**src/common/mon_consts.svh**
```systemverilog
// Table depth and field widths for the AXI write monitor, included by the package and the RTL
`ifndef MON_CONSTS_SVH
`define MON_CONSTS_SVH

// ------------------------------
// Table sizing
// ------------------------------

// Outstanding write slots
`define MON_MAX_TRANS 8

// Active count width, must hold MON_MAX_TRANS
`define MON_CNT_W 4

// ------------------------------
// AXI field widths
// ------------------------------

// AWID and BID
`define MON_ID_W 4

// Write address
`define MON_ADDR_W 32

// AWLEN, so a burst has up to 256 beats
`define MON_LEN_W 8

`endif

```
**src/common/mon_pkg.sv**
```systemverilog
// Shared types of the AXI write monitor: state and event enums, channel and report structs
package mon_pkg;

    `include "mon_consts.svh"

    // Lifecycle of one table slot
    typedef enum logic [2:0] {
        TRANS_ADDR_PHASE,
        TRANS_DATA_PHASE,
        TRANS_COMPLETE,
        TRANS_ERROR,
        TRANS_ORPHANED
    } trans_state_t;

    // Event code carried in every report
    typedef enum logic [2:0] {
        EVT_NONE,
        EVT_RESP_SLVERR,
        EVT_RESP_DECERR,
        EVT_PROTOCOL,
        EVT_RESP_ORPHAN
    } evt_code_t;

    // Index of one table slot
    typedef logic [$clog2(`MON_MAX_TRANS)-1:0] slot_idx_t;

    // ------------------------------
    // Captured channel events
    // ------------------------------

    // AW handshake, exp_beats is AWLEN plus one
    typedef struct packed {
        logic                   valid;
        logic [`MON_ID_W-1:0]   id;
        logic [`MON_ADDR_W-1:0] addr;
        logic [`MON_LEN_W:0]    exp_beats;
    } cmd_evt_t;

    // W handshake
    typedef struct packed {
        logic valid;
        logic last;
    } beat_evt_t;

    // B handshake with decoded BRESP
    typedef struct packed {
        logic                 valid;
        logic [`MON_ID_W-1:0] id;
        logic                 err;
        evt_code_t            code;
    } resp_evt_t;

    // ------------------------------
    // Table row and report record
    // ------------------------------

    typedef struct packed {
        logic                   valid;
        trans_state_t           state;
        logic [`MON_ID_W-1:0]   id;
        logic [`MON_ADDR_W-1:0] addr;
        logic [`MON_LEN_W:0]    exp_beats;
        logic [`MON_LEN_W:0]    beat_cnt;
        logic                   data_completed;
        evt_code_t              code;
        logic                   reported;
    } trans_entry_t;

    // All slots side by side
    typedef trans_entry_t [`MON_MAX_TRANS-1:0] entry_tbl_t;

    typedef struct packed {
        logic [`MON_ID_W-1:0]   id;
        logic [`MON_ADDR_W-1:0] addr;
        logic [`MON_LEN_W:0]    beat_cnt;
        evt_code_t              code;
    } evt_rec_t;

endpackage

```
**src/design/wr_chan_capture.sv**
```systemverilog
// Samples the AW, W and B handshakes and registers each one as a one-cycle event strobe
`include "mon_consts.svh"

module wr_chan_capture (
    input  logic                   aclk,
    input  logic                   rst_n,
    // Write address channel
    input  logic                   aw_valid,
    input  logic                   aw_ready,
    input  logic [`MON_ID_W-1:0]   aw_id,
    input  logic [`MON_ADDR_W-1:0] aw_addr,
    input  logic [`MON_LEN_W-1:0]  aw_len,
    // Write data channel
    input  logic                   w_valid,
    input  logic                   w_ready,
    input  logic                   w_last,
    // Write response channel
    input  logic                   b_valid,
    input  logic                   b_ready,
    input  logic [`MON_ID_W-1:0]   b_id,
    input  logic [1:0]             b_resp,
    // Decoded events
    output mon_pkg::cmd_evt_t      cmd_evt,
    output mon_pkg::beat_evt_t     beat_evt,
    output mon_pkg::resp_evt_t     resp_evt
);
    import mon_pkg::*;

    // BRESP decode, bit 1 marks an error and bit 0 picks DECERR
    evt_code_t resp_code;

    always_comb begin
        if (!b_resp[1]) begin
            resp_code = EVT_NONE;
        end else if (b_resp[0]) begin
            resp_code = EVT_RESP_DECERR;
        end else begin
            resp_code = EVT_RESP_SLVERR;
        end
    end

    // ------------------------------
    // Handshake strobes
    // ------------------------------
    always_ff @(posedge aclk) begin
        if (!rst_n) begin
            cmd_evt.valid  <= 1'b0;
            beat_evt.valid <= 1'b0;
            resp_evt.valid <= 1'b0;
        end else begin
            cmd_evt.valid  <= aw_valid && aw_ready;
            beat_evt.valid <= w_valid && w_ready;
            resp_evt.valid <= b_valid && b_ready;
        end
    end

    // ------------------------------
    // Payload, sampled every cycle
    // ------------------------------
    always_ff @(posedge aclk) begin
        cmd_evt.id        <= aw_id;
        cmd_evt.addr      <= aw_addr;
        // AWLEN counts beats minus one
        cmd_evt.exp_beats <= {1'b0, aw_len} + 1'b1;
        beat_evt.last     <= w_last;
        resp_evt.id       <= b_id;
        resp_evt.err      <= b_resp[1];
        resp_evt.code     <= resp_code;
    end

endmodule

```
**src/trans_table/wr_trans_table.sv**
```systemverilog
// Table of outstanding AXI writes: lookup by ID, state updates, active count and cleanup
`include "mon_consts.svh"

module wr_trans_table (
    input  logic                  aclk,
    input  logic                  rst_n,
    // Events from the channel capture
    input  mon_pkg::cmd_evt_t     cmd_evt,
    input  mon_pkg::beat_evt_t    beat_evt,
    input  mon_pkg::resp_evt_t    resp_evt,
    // Slot release from the reporter
    input  logic                  rep_done,
    input  mon_pkg::slot_idx_t    rep_idx,
    // Table view and occupancy
    output mon_pkg::entry_tbl_t   entries,
    output logic [`MON_CNT_W-1:0] active_count
);
    import mon_pkg::*;

    entry_tbl_t tbl;

    // Lookup results
    logic      cmd_hit;
    logic      free_found;
    slot_idx_t free_idx;
    logic      beat_found;
    slot_idx_t beat_idx;
    logic      resp_hit;
    slot_idx_t resp_idx;
    logic      orph_found;
    slot_idx_t orph_idx;

    // Slot creations this cycle
    logic cmd_new;
    logic orph_new;

    assign entries = tbl;

    // ------------------------------
    // Lookup
    // ------------------------------

    // Loops run downward so the lowest matching index is kept
    always_comb begin
        cmd_hit    = 1'b0;
        free_found = 1'b0;
        free_idx   = '0;
        beat_found = 1'b0;
        beat_idx   = '0;
        resp_hit   = 1'b0;
        resp_idx   = '0;
        for (int i = `MON_MAX_TRANS - 1; i >= 0; i--) begin
            // Any live entry with this ID blocks a new command
            if (tbl[i].valid && tbl[i].id == cmd_evt.id) begin
                cmd_hit = 1'b1;
            end
            if (!tbl[i].valid) begin
                free_found = 1'b1;
                free_idx   = slot_idx_t'(i);
            end
            // W carries no ID, so beats go to the oldest open burst
            if (tbl[i].valid && !tbl[i].data_completed &&
                (tbl[i].state == TRANS_ADDR_PHASE || tbl[i].state == TRANS_DATA_PHASE)) begin
                beat_found = 1'b1;
                beat_idx   = slot_idx_t'(i);
            end
            // Only entries still waiting for B can match a response
            if (tbl[i].valid && tbl[i].id == resp_evt.id &&
                (tbl[i].state == TRANS_ADDR_PHASE || tbl[i].state == TRANS_DATA_PHASE)) begin
                resp_hit = 1'b1;
                resp_idx = slot_idx_t'(i);
            end
        end
    end

    assign cmd_new = cmd_evt.valid && !cmd_hit && free_found;

    // Orphan takes the lowest free slot not claimed by a new command
    always_comb begin
        orph_found = 1'b0;
        orph_idx   = '0;
        for (int i = `MON_MAX_TRANS - 1; i >= 0; i--) begin
            if (!tbl[i].valid && !(cmd_new && slot_idx_t'(i) == free_idx)) begin
                orph_found = 1'b1;
                orph_idx   = slot_idx_t'(i);
            end
        end
    end

    assign orph_new = resp_evt.valid && !resp_hit && orph_found;

    // ------------------------------
    // Table update
    // ------------------------------
    always_ff @(posedge aclk) begin
        if (!rst_n) begin
            for (int i = 0; i < `MON_MAX_TRANS; i++) begin
                tbl[i].valid <= 1'b0;
            end
            active_count <= '0;
        end else begin
            // New command in the address phase
            if (cmd_new) begin
                tbl[free_idx].valid          <= 1'b1;
                tbl[free_idx].state          <= TRANS_ADDR_PHASE;
                tbl[free_idx].id             <= cmd_evt.id;
                tbl[free_idx].addr           <= cmd_evt.addr;
                tbl[free_idx].exp_beats      <= cmd_evt.exp_beats;
                tbl[free_idx].beat_cnt       <= '0;
                tbl[free_idx].data_completed <= 1'b0;
                tbl[free_idx].code           <= EVT_NONE;
                tbl[free_idx].reported       <= 1'b0;
            end

            // Data beat, done at WLAST or at the expected count
            if (beat_evt.valid && beat_found) begin
                tbl[beat_idx].beat_cnt <= tbl[beat_idx].beat_cnt + 1'b1;
                tbl[beat_idx].state    <= TRANS_DATA_PHASE;
                if (beat_evt.last || tbl[beat_idx].beat_cnt + 1'b1 == tbl[beat_idx].exp_beats) begin
                    tbl[beat_idx].data_completed <= 1'b1;
                end
            end

            // Response, written after the beat so its state wins
            if (resp_evt.valid && resp_hit) begin
                if (resp_evt.err) begin
                    tbl[resp_idx].state <= TRANS_ERROR;
                    tbl[resp_idx].code  <= resp_evt.code;
                end else if (tbl[resp_idx].data_completed) begin
                    tbl[resp_idx].state <= TRANS_COMPLETE;
                end else begin
                    // B before the last W beat
                    tbl[resp_idx].state <= TRANS_ERROR;
                    tbl[resp_idx].code  <= EVT_PROTOCOL;
                end
            end

            // Response without a command
            if (orph_new) begin
                tbl[orph_idx].valid          <= 1'b1;
                tbl[orph_idx].state          <= TRANS_ORPHANED;
                tbl[orph_idx].id             <= resp_evt.id;
                tbl[orph_idx].addr           <= '0;
                tbl[orph_idx].exp_beats      <= '0;
                tbl[orph_idx].beat_cnt       <= '0;
                tbl[orph_idx].data_completed <= 1'b0;
                tbl[orph_idx].code           <= EVT_RESP_ORPHAN;
                tbl[orph_idx].reported       <= 1'b0;
            end

            // Release after the report is acknowledged
            if (rep_done) begin
                tbl[rep_idx].valid    <= 1'b0;
                tbl[rep_idx].reported <= 1'b1;
            end

            // Creations and release may coincide
            active_count <= active_count + `MON_CNT_W'(cmd_new) + `MON_CNT_W'(orph_new)
                            - `MON_CNT_W'(rep_done);
        end
    end

    // ------------------------------
    // Checks
    // ------------------------------
    a_count_max: assert property (@(posedge aclk) disable iff (!rst_n)
        active_count <= `MON_MAX_TRANS);

    // Reporter only releases slots that hold a record
    a_done_valid: assert property (@(posedge aclk) disable iff (!rst_n)
        rep_done |-> tbl[rep_idx].valid);

endmodule

```
**src/design/event_reporter.sv**
```systemverilog
// Picks finished table entries and reports each one over a four-phase req/ack port
`include "mon_consts.svh"

module event_reporter (
    input  logic                aclk,
    input  logic                rst_n,
    // Table view
    input  mon_pkg::entry_tbl_t entries,
    // Event port
    input  logic                evt_ack,
    output logic                evt_req,
    output mon_pkg::evt_rec_t   evt_rec,
    // Slot release back to the table
    output logic                rep_done,
    output mon_pkg::slot_idx_t  rep_idx
);
    import mon_pkg::*;

    typedef enum logic [1:0] {
        REP_IDLE,
        REP_REQ,
        REP_WAIT_LOW
    } rep_state_t;

    rep_state_t state;

    // Lowest finished entry
    logic      pick_found;
    slot_idx_t pick_idx;

    // ------------------------------
    // Arbitration
    // ------------------------------
    always_comb begin
        pick_found = 1'b0;
        pick_idx   = '0;
        for (int i = `MON_MAX_TRANS - 1; i >= 0; i--) begin
            if (entries[i].valid && !entries[i].reported &&
                (entries[i].state == TRANS_COMPLETE || entries[i].state == TRANS_ERROR ||
                 entries[i].state == TRANS_ORPHANED)) begin
                pick_found = 1'b1;
                pick_idx   = slot_idx_t'(i);
            end
        end
    end

    // ------------------------------
    // Four-phase handshake FSM
    // ------------------------------
    always_ff @(posedge aclk) begin
        if (!rst_n) begin
            state    <= REP_IDLE;
            evt_req  <= 1'b0;
            rep_done <= 1'b0;
        end else begin
            rep_done <= 1'b0;
            case (state)
                REP_IDLE: begin
                    // Ack must be low before a new request
                    if (pick_found && !evt_ack) begin
                        evt_req <= 1'b1;
                        state   <= REP_REQ;
                    end
                end
                REP_REQ: begin
                    if (evt_ack) begin
                        evt_req  <= 1'b0;
                        rep_done <= 1'b1;
                        state    <= REP_WAIT_LOW;
                    end
                end
                REP_WAIT_LOW: begin
                    if (!evt_ack) begin
                        state <= REP_IDLE;
                    end
                end
                default: begin
                    state <= REP_IDLE;
                end
            endcase
        end
    end

    // Record and slot latched when the request goes up
    always_ff @(posedge aclk) begin
        if (state == REP_IDLE && pick_found && !evt_ack) begin
            evt_rec.id       <= entries[pick_idx].id;
            evt_rec.addr     <= entries[pick_idx].addr;
            evt_rec.beat_cnt <= entries[pick_idx].beat_cnt;
            evt_rec.code     <= entries[pick_idx].code;
            rep_idx          <= pick_idx;
        end
    end

    // ------------------------------
    // Checks
    // ------------------------------
    a_rec_stable: assert property (@(posedge aclk) disable iff (!rst_n)
        evt_req |=> !evt_req || $stable(evt_rec));

    // Request only drops in answer to an ack
    a_req_held: assert property (@(posedge aclk) disable iff (!rst_n)
        $fell(evt_req) |-> $past(evt_ack));

endmodule

```
**src/design/axi_wr_monitor.sv**
```systemverilog
// Top of the passive AXI write monitor, connecting capture, transaction table and reporter
`include "mon_consts.svh"

module axi_wr_monitor (
    input  logic                   aclk,
    input  logic                   rst_n,
    // Observed AXI write channels
    input  logic                   aw_valid,
    input  logic                   aw_ready,
    input  logic [`MON_ID_W-1:0]   aw_id,
    input  logic [`MON_ADDR_W-1:0] aw_addr,
    input  logic [`MON_LEN_W-1:0]  aw_len,
    input  logic                   w_valid,
    input  logic                   w_ready,
    input  logic                   w_last,
    input  logic                   b_valid,
    input  logic                   b_ready,
    input  logic [`MON_ID_W-1:0]   b_id,
    input  logic [1:0]             b_resp,
    // Event port and occupancy
    input  logic                   evt_ack,
    output logic                   evt_req,
    output mon_pkg::evt_rec_t      evt_rec,
    output logic [`MON_CNT_W-1:0]  active_count
);
    import mon_pkg::*;

    // Capture to table
    cmd_evt_t   cmd_evt;
    beat_evt_t  beat_evt;
    resp_evt_t  resp_evt;
    // Table and reporter
    entry_tbl_t entries;
    logic       rep_done;
    slot_idx_t  rep_idx;

    wr_chan_capture u_capture (
        .aclk     (aclk),
        .rst_n    (rst_n),
        .aw_valid (aw_valid),
        .aw_ready (aw_ready),
        .aw_id    (aw_id),
        .aw_addr  (aw_addr),
        .aw_len   (aw_len),
        .w_valid  (w_valid),
        .w_ready  (w_ready),
        .w_last   (w_last),
        .b_valid  (b_valid),
        .b_ready  (b_ready),
        .b_id     (b_id),
        .b_resp   (b_resp),
        .cmd_evt  (cmd_evt),
        .beat_evt (beat_evt),
        .resp_evt (resp_evt)
    );

    wr_trans_table u_table (
        .aclk         (aclk),
        .rst_n        (rst_n),
        .cmd_evt      (cmd_evt),
        .beat_evt     (beat_evt),
        .resp_evt     (resp_evt),
        .rep_done     (rep_done),
        .rep_idx      (rep_idx),
        .entries      (entries),
        .active_count (active_count)
    );

    event_reporter u_reporter (
        .aclk     (aclk),
        .rst_n    (rst_n),
        .entries  (entries),
        .evt_ack  (evt_ack),
        .evt_req  (evt_req),
        .evt_rec  (evt_rec),
        .rep_done (rep_done),
        .rep_idx  (rep_idx)
    );

endmodule

```
**config.mk**
```make
export PLATFORM = sky130hd
export DESIGN_NAME = axi_wr_monitor
export DESIGN_NICKNAME = d
export VERILOG_FILES = /design/src/common/mon_pkg.sv /design/src/design/wr_chan_capture.sv /design/src/trans_table/wr_trans_table.sv /design/src/design/event_reporter.sv /design/src/design/axi_wr_monitor.sv
export VERILOG_INCLUDE_DIRS = /design/src /design/src/common
export SDC_FILE = /design/constraint.sdc
export NUM_CORES = 2
export LEC_CHECK = 0
export ABC_AREA = 1
export BUFFER_PORTS_ARGS = -buffer_cell sky130_fd_sc_hd__buf_2
export CORE_ASPECT_RATIO = 0.5
export CORE_MARGIN = 2
export CORE_UTILIZATION = 40
export CTS_CLUSTER_DIAMETER = 80
export DETAILED_ROUTE_END_ITERATION = 8
export PLACE_DENSITY_LB_ADDON = 0.12
export SLEW_MARGIN = 20
export SYNTH_ARGS = -nofsm -noshare
export SYNTH_HDL_FRONTEND = slang
export SYNTH_SLANG_ARGS = --single-unit
export TNS_END_PERCENT = 30
```
**constraint.sdc**
```tcl
create_clock -name aclk -period 12.4 [get_ports aclk]
set_clock_uncertainty 0.1 [all_clocks]
set_input_delay 0.62 -clock aclk [delete_from_list [all_inputs] [get_ports aclk]]
set_output_delay 0.62 -clock aclk [all_outputs]
set_load 0.1 [all_outputs]
```
======== Word-level counts from Yosys, hierarchy flattened ========
Cells that the tools add are included.
word-level totals
  output and inout port bits .............. 53
  input port bits ......................... 60
  bits in registers ....................... 620
cells by class
  $lt $le $gt $ge ......................... 11
  multiplexer cells ....................... 192
  add/subtract/negate cells ............... 5
  eq/ne operators ......................... 61
  reductions and logical operators ........ 163
operator list
  operator              count
  $bwmux W504           27
  $mux W504             12
  $demux W63 S3         25
  $bmux W63 S3          3
  $mux W62              4
  $mux W63              3
  $mux W59              3
  $mux W3               40
  $mux W55              2
  $logic_and A1 B1 Y1   89
  $mux W23              3
  $eq A4 B4 Y1          16
  $mux W1               54
  $eq A3 B2 Y1 const B  16
  $mux W14              3
  $logic_not A1 Y1      35
  $logic_not A3 Y1      9
  $logic_or A1 B1 Y1    25
  $eq A3 B1 Y1 const B  8
  $eq A3 B3 Y1 const B  8
  $lt A3 B4 Y1 const B  6
  $mux W5               4
  $ge A3 B1 Y1 const B  5
  $eq A3 B3 Y1 const A  4
  19 further kinds      28

======== Depth between registers and ports, before layout ========
  depth after elaboration ................. 49
  mapped depth ............................ 29
  depth with buffers taken out ............ 28

======== By module ========
Synthesis repeated with hierarchy kept, for this count alone.
unflattened totals
  cell total of the unflattened synthesis .. 4786
  area total of the unflattened synthesis .. 36399.9 um^2
by module, submodules not included
  module           area an instance (um^2)  instances  seq. area each (um^2)  cells an instance
  wr_trans_table   27699.1                  1          15134.5                3257
  event_reporter   7377.1                   1          1611.5                 1430
  wr_chan_capture  1323.8                   1          1121.1                 99

======== Least setup slack after synthesis ========
OpenSTA, ideal clock, no wires.
  path kind ............................... flip-flop to flip-flop
  from .................................... register u_table.tbl, in the netlist u_table.entries[438]
  to ...................................... register, netlist name u_reporter.evt_rec[0]
  data required time ...................... 11.839 ns
  arrival time ............................ 3.495 ns
  period minus slack after synthesis ...... 4.056 ns
  cell stages (with the launch flop) ...... 7
  buffers on the path ..................... 0
  path slack .............................. 8.344 ns
  path through ............................ edfxtp_1 or2_2 a2111oi_0 inv_1 nand2_1 o41ai_1 nor2_1
between the ends
  word-level cells in the longest chain between the ends .. 13
  elaborated cells on any way between the ends .. 15
ends and longest elaborated chain
  item                                  RTL line              text
  start: declaration                    wr_trans_table.sv:20  entry_tbl_t tbl;
  $eq A3 B2 Y1                          event_reporter.sv:39  (entries[i].state == TRANS_COMPLETE || entries[i].state == TRANS_ERROR ||
  $logic_or A1 B1 Y1                    event_reporter.sv:39
  $logic_or A1 B1 Y1 (*)                event_reporter.sv:39
  $logic_and A1 B1 Y1 (*)               event_reporter.sv:38  if (entries[i].valid && !entries[i].reported &&
  $mux W1 (*) (7 in a row)              event_reporter.sv:38
  $logic_and A1 B1 Y1 (*) (2 in a row)  event_reporter.sv:86  if (state == REP_IDLE && pick_found && !evt_ack) begin
Mark *: on every way between the ends. The rest lies on a longest branch, timed or not.
A chain may end at the register's enable or synchronous reset.

======== Final worst setup path ========
  from .................................... register, netlist name u_capture.cmd_evt[42]
  to ...................................... register u_table.tbl, in the netlist u_table.entries[379], data pin
between the ends
  word-level cells in the longest chain between the ends .. 41
  elaborated cells on any way between the ends .. 111
ends and longest elaborated chain
  item                                  RTL line               text
  $eq A4 B4 Y1                          wr_trans_table.sv:54   if (tbl[i].valid && tbl[i].id == cmd_evt.id) begin
  $logic_and A1 B1 Y1                   wr_trans_table.sv:54
  $mux W1 (7 in a row)                  wr_trans_table.sv:54
  $mux W1 (*)                           wr_trans_table.sv:54
  $logic_not A1 Y1 (*)                  wr_trans_table.sv:76   assign cmd_new = cmd_evt.valid && !cmd_hit && free_found;
  $logic_and A1 B1 Y1 (*) (2 in a row)  wr_trans_table.sv:76
  $mux W504                             wr_trans_table.sv:103  if (cmd_new) begin
  $mux W504                             wr_trans_table.sv:96   if (!rst_n) begin
  [18 not listed]                       -
  $bwmux W504                           wr_trans_table.sv:146  tbl[orph_idx].data_completed <= 1'b0;
  $bwmux W504                           wr_trans_table.sv:147  tbl[orph_idx].code <= EVT_RESP_ORPHAN;
  $bwmux W504                           wr_trans_table.sv:148  tbl[orph_idx].reported <= 1'b0;
  $mux W504 (*)                         wr_trans_table.sv:139  if (orph_new) begin
  $mux W504 (*)                         wr_trans_table.sv:96
  $bwmux W504                           wr_trans_table.sv:153  tbl[rep_idx].valid <= 1'b0;
  $bwmux W504                           wr_trans_table.sv:154  tbl[rep_idx].reported <= 1'b1;
  $mux W504 (*)                         wr_trans_table.sv:152  if (rep_done) begin
Mark *: on every way between the ends. The rest lies on a longest branch, timed or not. The select of a mux whose other input is x is not followed.

==> metrics <==
Required @ worst endpoint=approximately 13 ns; outcome=finished, final reports clean; H-tree levels=2; post-synthesis mux area share=0%; Hold Path Class=input pin to register; final instance area=around 0.038 mm²; routed wire length=roughly 130000 µm; vias in the first global route=between 20000 and 30000; die height=211 µm; drt pass-1 iters=8; Rel. slew slack=between 20% and 30%; Adder-Cell Fraction of Synth Area=less than 1%; Layout Utilization=about 45%; vias per cell=roughly 5.7; post-synthesis instance total=just over 4000; #FFs+latches synth=a little over 600; Worst setup EP type=register; fillers=approximately 8400; number of synthesized flops with an enable pin=about 550; Synth Area in Compound Gates=between 15 and 20%; top_reg_cell synth=edfxtp_1; syn nets=4182; Pwr Density=approximately 130 mW/mm²; DR WL/cell=24.8 µm; Area contributors post-synth=edfxtp_1, nand2_1, a21oi_1, inv_1, o21ai_0; clk slew on worst S/H paths=about 0.07 ns; clock buffer depth=3; Setup TNS Final=0 ns; Crit Path Category=register to register; core area=between 0.08 and 0.09 mm²; DP HPWL=roughly 76000 µm; XOR/XNOR share of the synthesized area=less than 1%; GRT overflow=0; worst-path maximum fanout=between 50 and 60; CTS Buf Count=a little under 60; Reg area=approximately 0.018 mm²; achievable frequency=around 0.16 GHz; CTS tree=done; Synth cell types=59; Initial Utilization=40.7%; 1st-iter DRT viols=approximately 3500; first-pass GRT wire length=around 190000 µm; Final GP Congestion=~0.94; Final Hold Fails=0; min Tclk post-route=6.31 ns; Die Wd=418 µm; Critical Path AT=~6.6 ns; setup ws final=between 6 and 7 ns; Mean Syn Cell Area=8.35 µm²; IO Count=113; Multi-input gate area=approximately 0.013 mm²; largest net degree at the start of global routing=~130; RSZ-0062 raised after global routing=false; nets=4157; Worst-Margin Slew=approximately 1.2 ns; Worst Hold Path EP=u_capture.cmd_evt[6]$_DFF_P_; YS warnings=0; antenna-violating nets left=0; initial antenna violation count=2; Sink Count=between 600 and 700; Yosys top cell by area=edfxtp_1; Critical R2R Capture=u_table.entries[379]$_DFFE_PP_; Place WS=~6.3 ns; commonest non-fill, non-tap cell in the layout=nand2_1; leakage=approximately 16 nW; antenna cells=0; Synth top area share=a little under half; hold path cells=2; GRT Total Usage=roughly 29%; Final Hold Slack=0.0679 ns; vias=30100; sequential area share after synthesis=a little over half; P&R area growth vs syn=10.6%; Root Buffer=clkbuf_16; Die Area=just under 0.09 mm²; peak supply drop=0.000114 V; largest family of logic cells by synthesized area=simple AND/OR/NAND/NOR gates; post-cts sizing count=0; Clk Latency, worst-skew pair=roughly 0.68 ns; setup violators final=0; Post-Syn Area=0.0343 mm²; r2r setup slk=slightly above 6 ns; Post-Synth Simple-Gate Area=about a fifth; Worst Setup Start Kind=register; Final Cycle Share=50.9%; layout cells sized above 1=between 9 and 10%; most frequent cells in the layout=nand2_1, edfxtp_1, inv_1; Hold Crit Start=aw_len[6]; port bufs=approximately 110; Rows=between 70 and 80; Max-Cap Viols=0; Synth async-reset ratio=0%; drt drc=0; Max Slew Vio Count=0; dpl cell area=0.0355 mm²; cells on worst reg2reg path=23; worst r2r src=u_capture.cmd_evt[42]$_DFF_P_
[worst max-delay path: stages (launching register included)]
cell and delay (ns):
dfxtp_1 0.65, inv_2 0.29, nand2_1 0.12, o21ai_1 0.06
a21oi_1 0.13, o2111ai_1 0.10, o21ai_0 0.22, nor2_1 0.09
nand3_2 0.13, inv_4 0.10, nand2_2 0.06, buf_4 0.72
nand2_1 0.16, nand2_1 0.25, nor2_4 0.08, nand3_1 0.07
nand2_1 0.08, inv_2 0.15, nand3_4 0.64, inv_2 0.27
nand2_4 0.25, inv_2 0.44, buf_4 0.65, a21oi_1 0.09
[sequential cells by signal (all words and copies together), names as in the netlist, 2 cells and up]
| register | cells |
|---|---|
| u_reporter.state | 2 |
| u_reporter.rep_idx | 3 |
| u_capture.cmd_evt | 46 |
| u_table.entries | 504 |
| u_table.active_count | 4 |
| u_reporter.evt_rec | 48 |
| u_capture.beat_evt | 2 |
| u_capture.resp_evt | 8 |
[worst max-delay path by stage]
stage                                        start                              end  slack [ns]
finish               u_capture.cmd_evt[42]$_DFF_P_   u_table.entries[379]$_DFFE_PP_        6.09
global placement     u_capture.cmd_evt[42]$_DFF_P_   u_table.entries[401]$_DFFE_PP_        6.33
floorplan           u_table.entries[438]$_DFFE_PP_  u_reporter.evt_rec[0]$_DFFE_PP_        8.34
CTS                  u_capture.cmd_evt[42]$_DFF_P_   u_table.entries[379]$_DFFE_PP_        6.31
detailed placement   u_capture.cmd_evt[42]$_DFF_P_   u_table.entries[402]$_DFFE_PP_        6.31
global route         u_capture.cmd_evt[42]$_DFF_P_   u_table.entries[402]$_DFFE_PP_        5.90
[layer usage]
metal | vias up | track usage [%] | wire (µm)
met2 | 1452 | 45.3 | 57900
met5 | - | 0 | 0
met3 | 181 | 3.85 | 11600
met4 | 0 | 6.82 | 3000
li1 | 13800 | - | -
met1 | 14600 | 42.7 | 57700
[area by class of cell]
class	instances	share of cell area, %
Tap cell	1116	3.68
Clock inverter	36	1.04
Inverter	472	4.69
Sequential cell	619	47.0
Multi-Input combinational cell	2730	35.5
Timing Repair Buffer	209	3.77
Clock buffer	73	4.24
[metrics by stage]
stage               power [mW]  cells
floorplan                 2.83   4115
global placement          3.01   5103
global route              5.10   5255
CTS                       4.96   5255
finish                    4.94   5255
detailed placement        3.01   5103
[cell usage after synthesis (all sizes together), types with 2 or more instances]
library cell,n
nand2,991
edfxtp,547
inv,465
nor2,428
a21oi,391
o21ai,330
clkbuf,172
nand3,158
buf,122
o2bb2ai,108
o22ai,89
dfxtp,72
a31oi,54
nand4,26
o211ai,21
or2,17
xnor2,17
nor3,16
xor2,16
a221oi,12
a211oi,11
a22oi,7
clkinv,7
a32o,6
ha,5
nor3b,5
nor4,5
o2111ai,4
nand3b,3
fa,2
[cells by family (layout without fill, tap and decap cells)]
group,count (synthesis),after routing
buffers and inverters,766,790
flip-flops,619,619
AND/OR/NAND/NOR,1651,1651
AO/OA/AOI/OAI,1039,1039
adder cells (fa/ha/maj),7,7
XOR/XNOR,33,33
[where the power goes]
part           switching, mW  internal (mW)
clock                  0.897           1.06
sequential            0.0903           2.41
combinational          0.324          0.157
[what timing repair did]
action | 4_1_cts | 5_1_grt
buffers inserted | 0 | 0
hold buffers | 43 | 0
endpoints found under the hold margin | 43 | 0
Note: power is estimated with default switching activity, not from simulation.
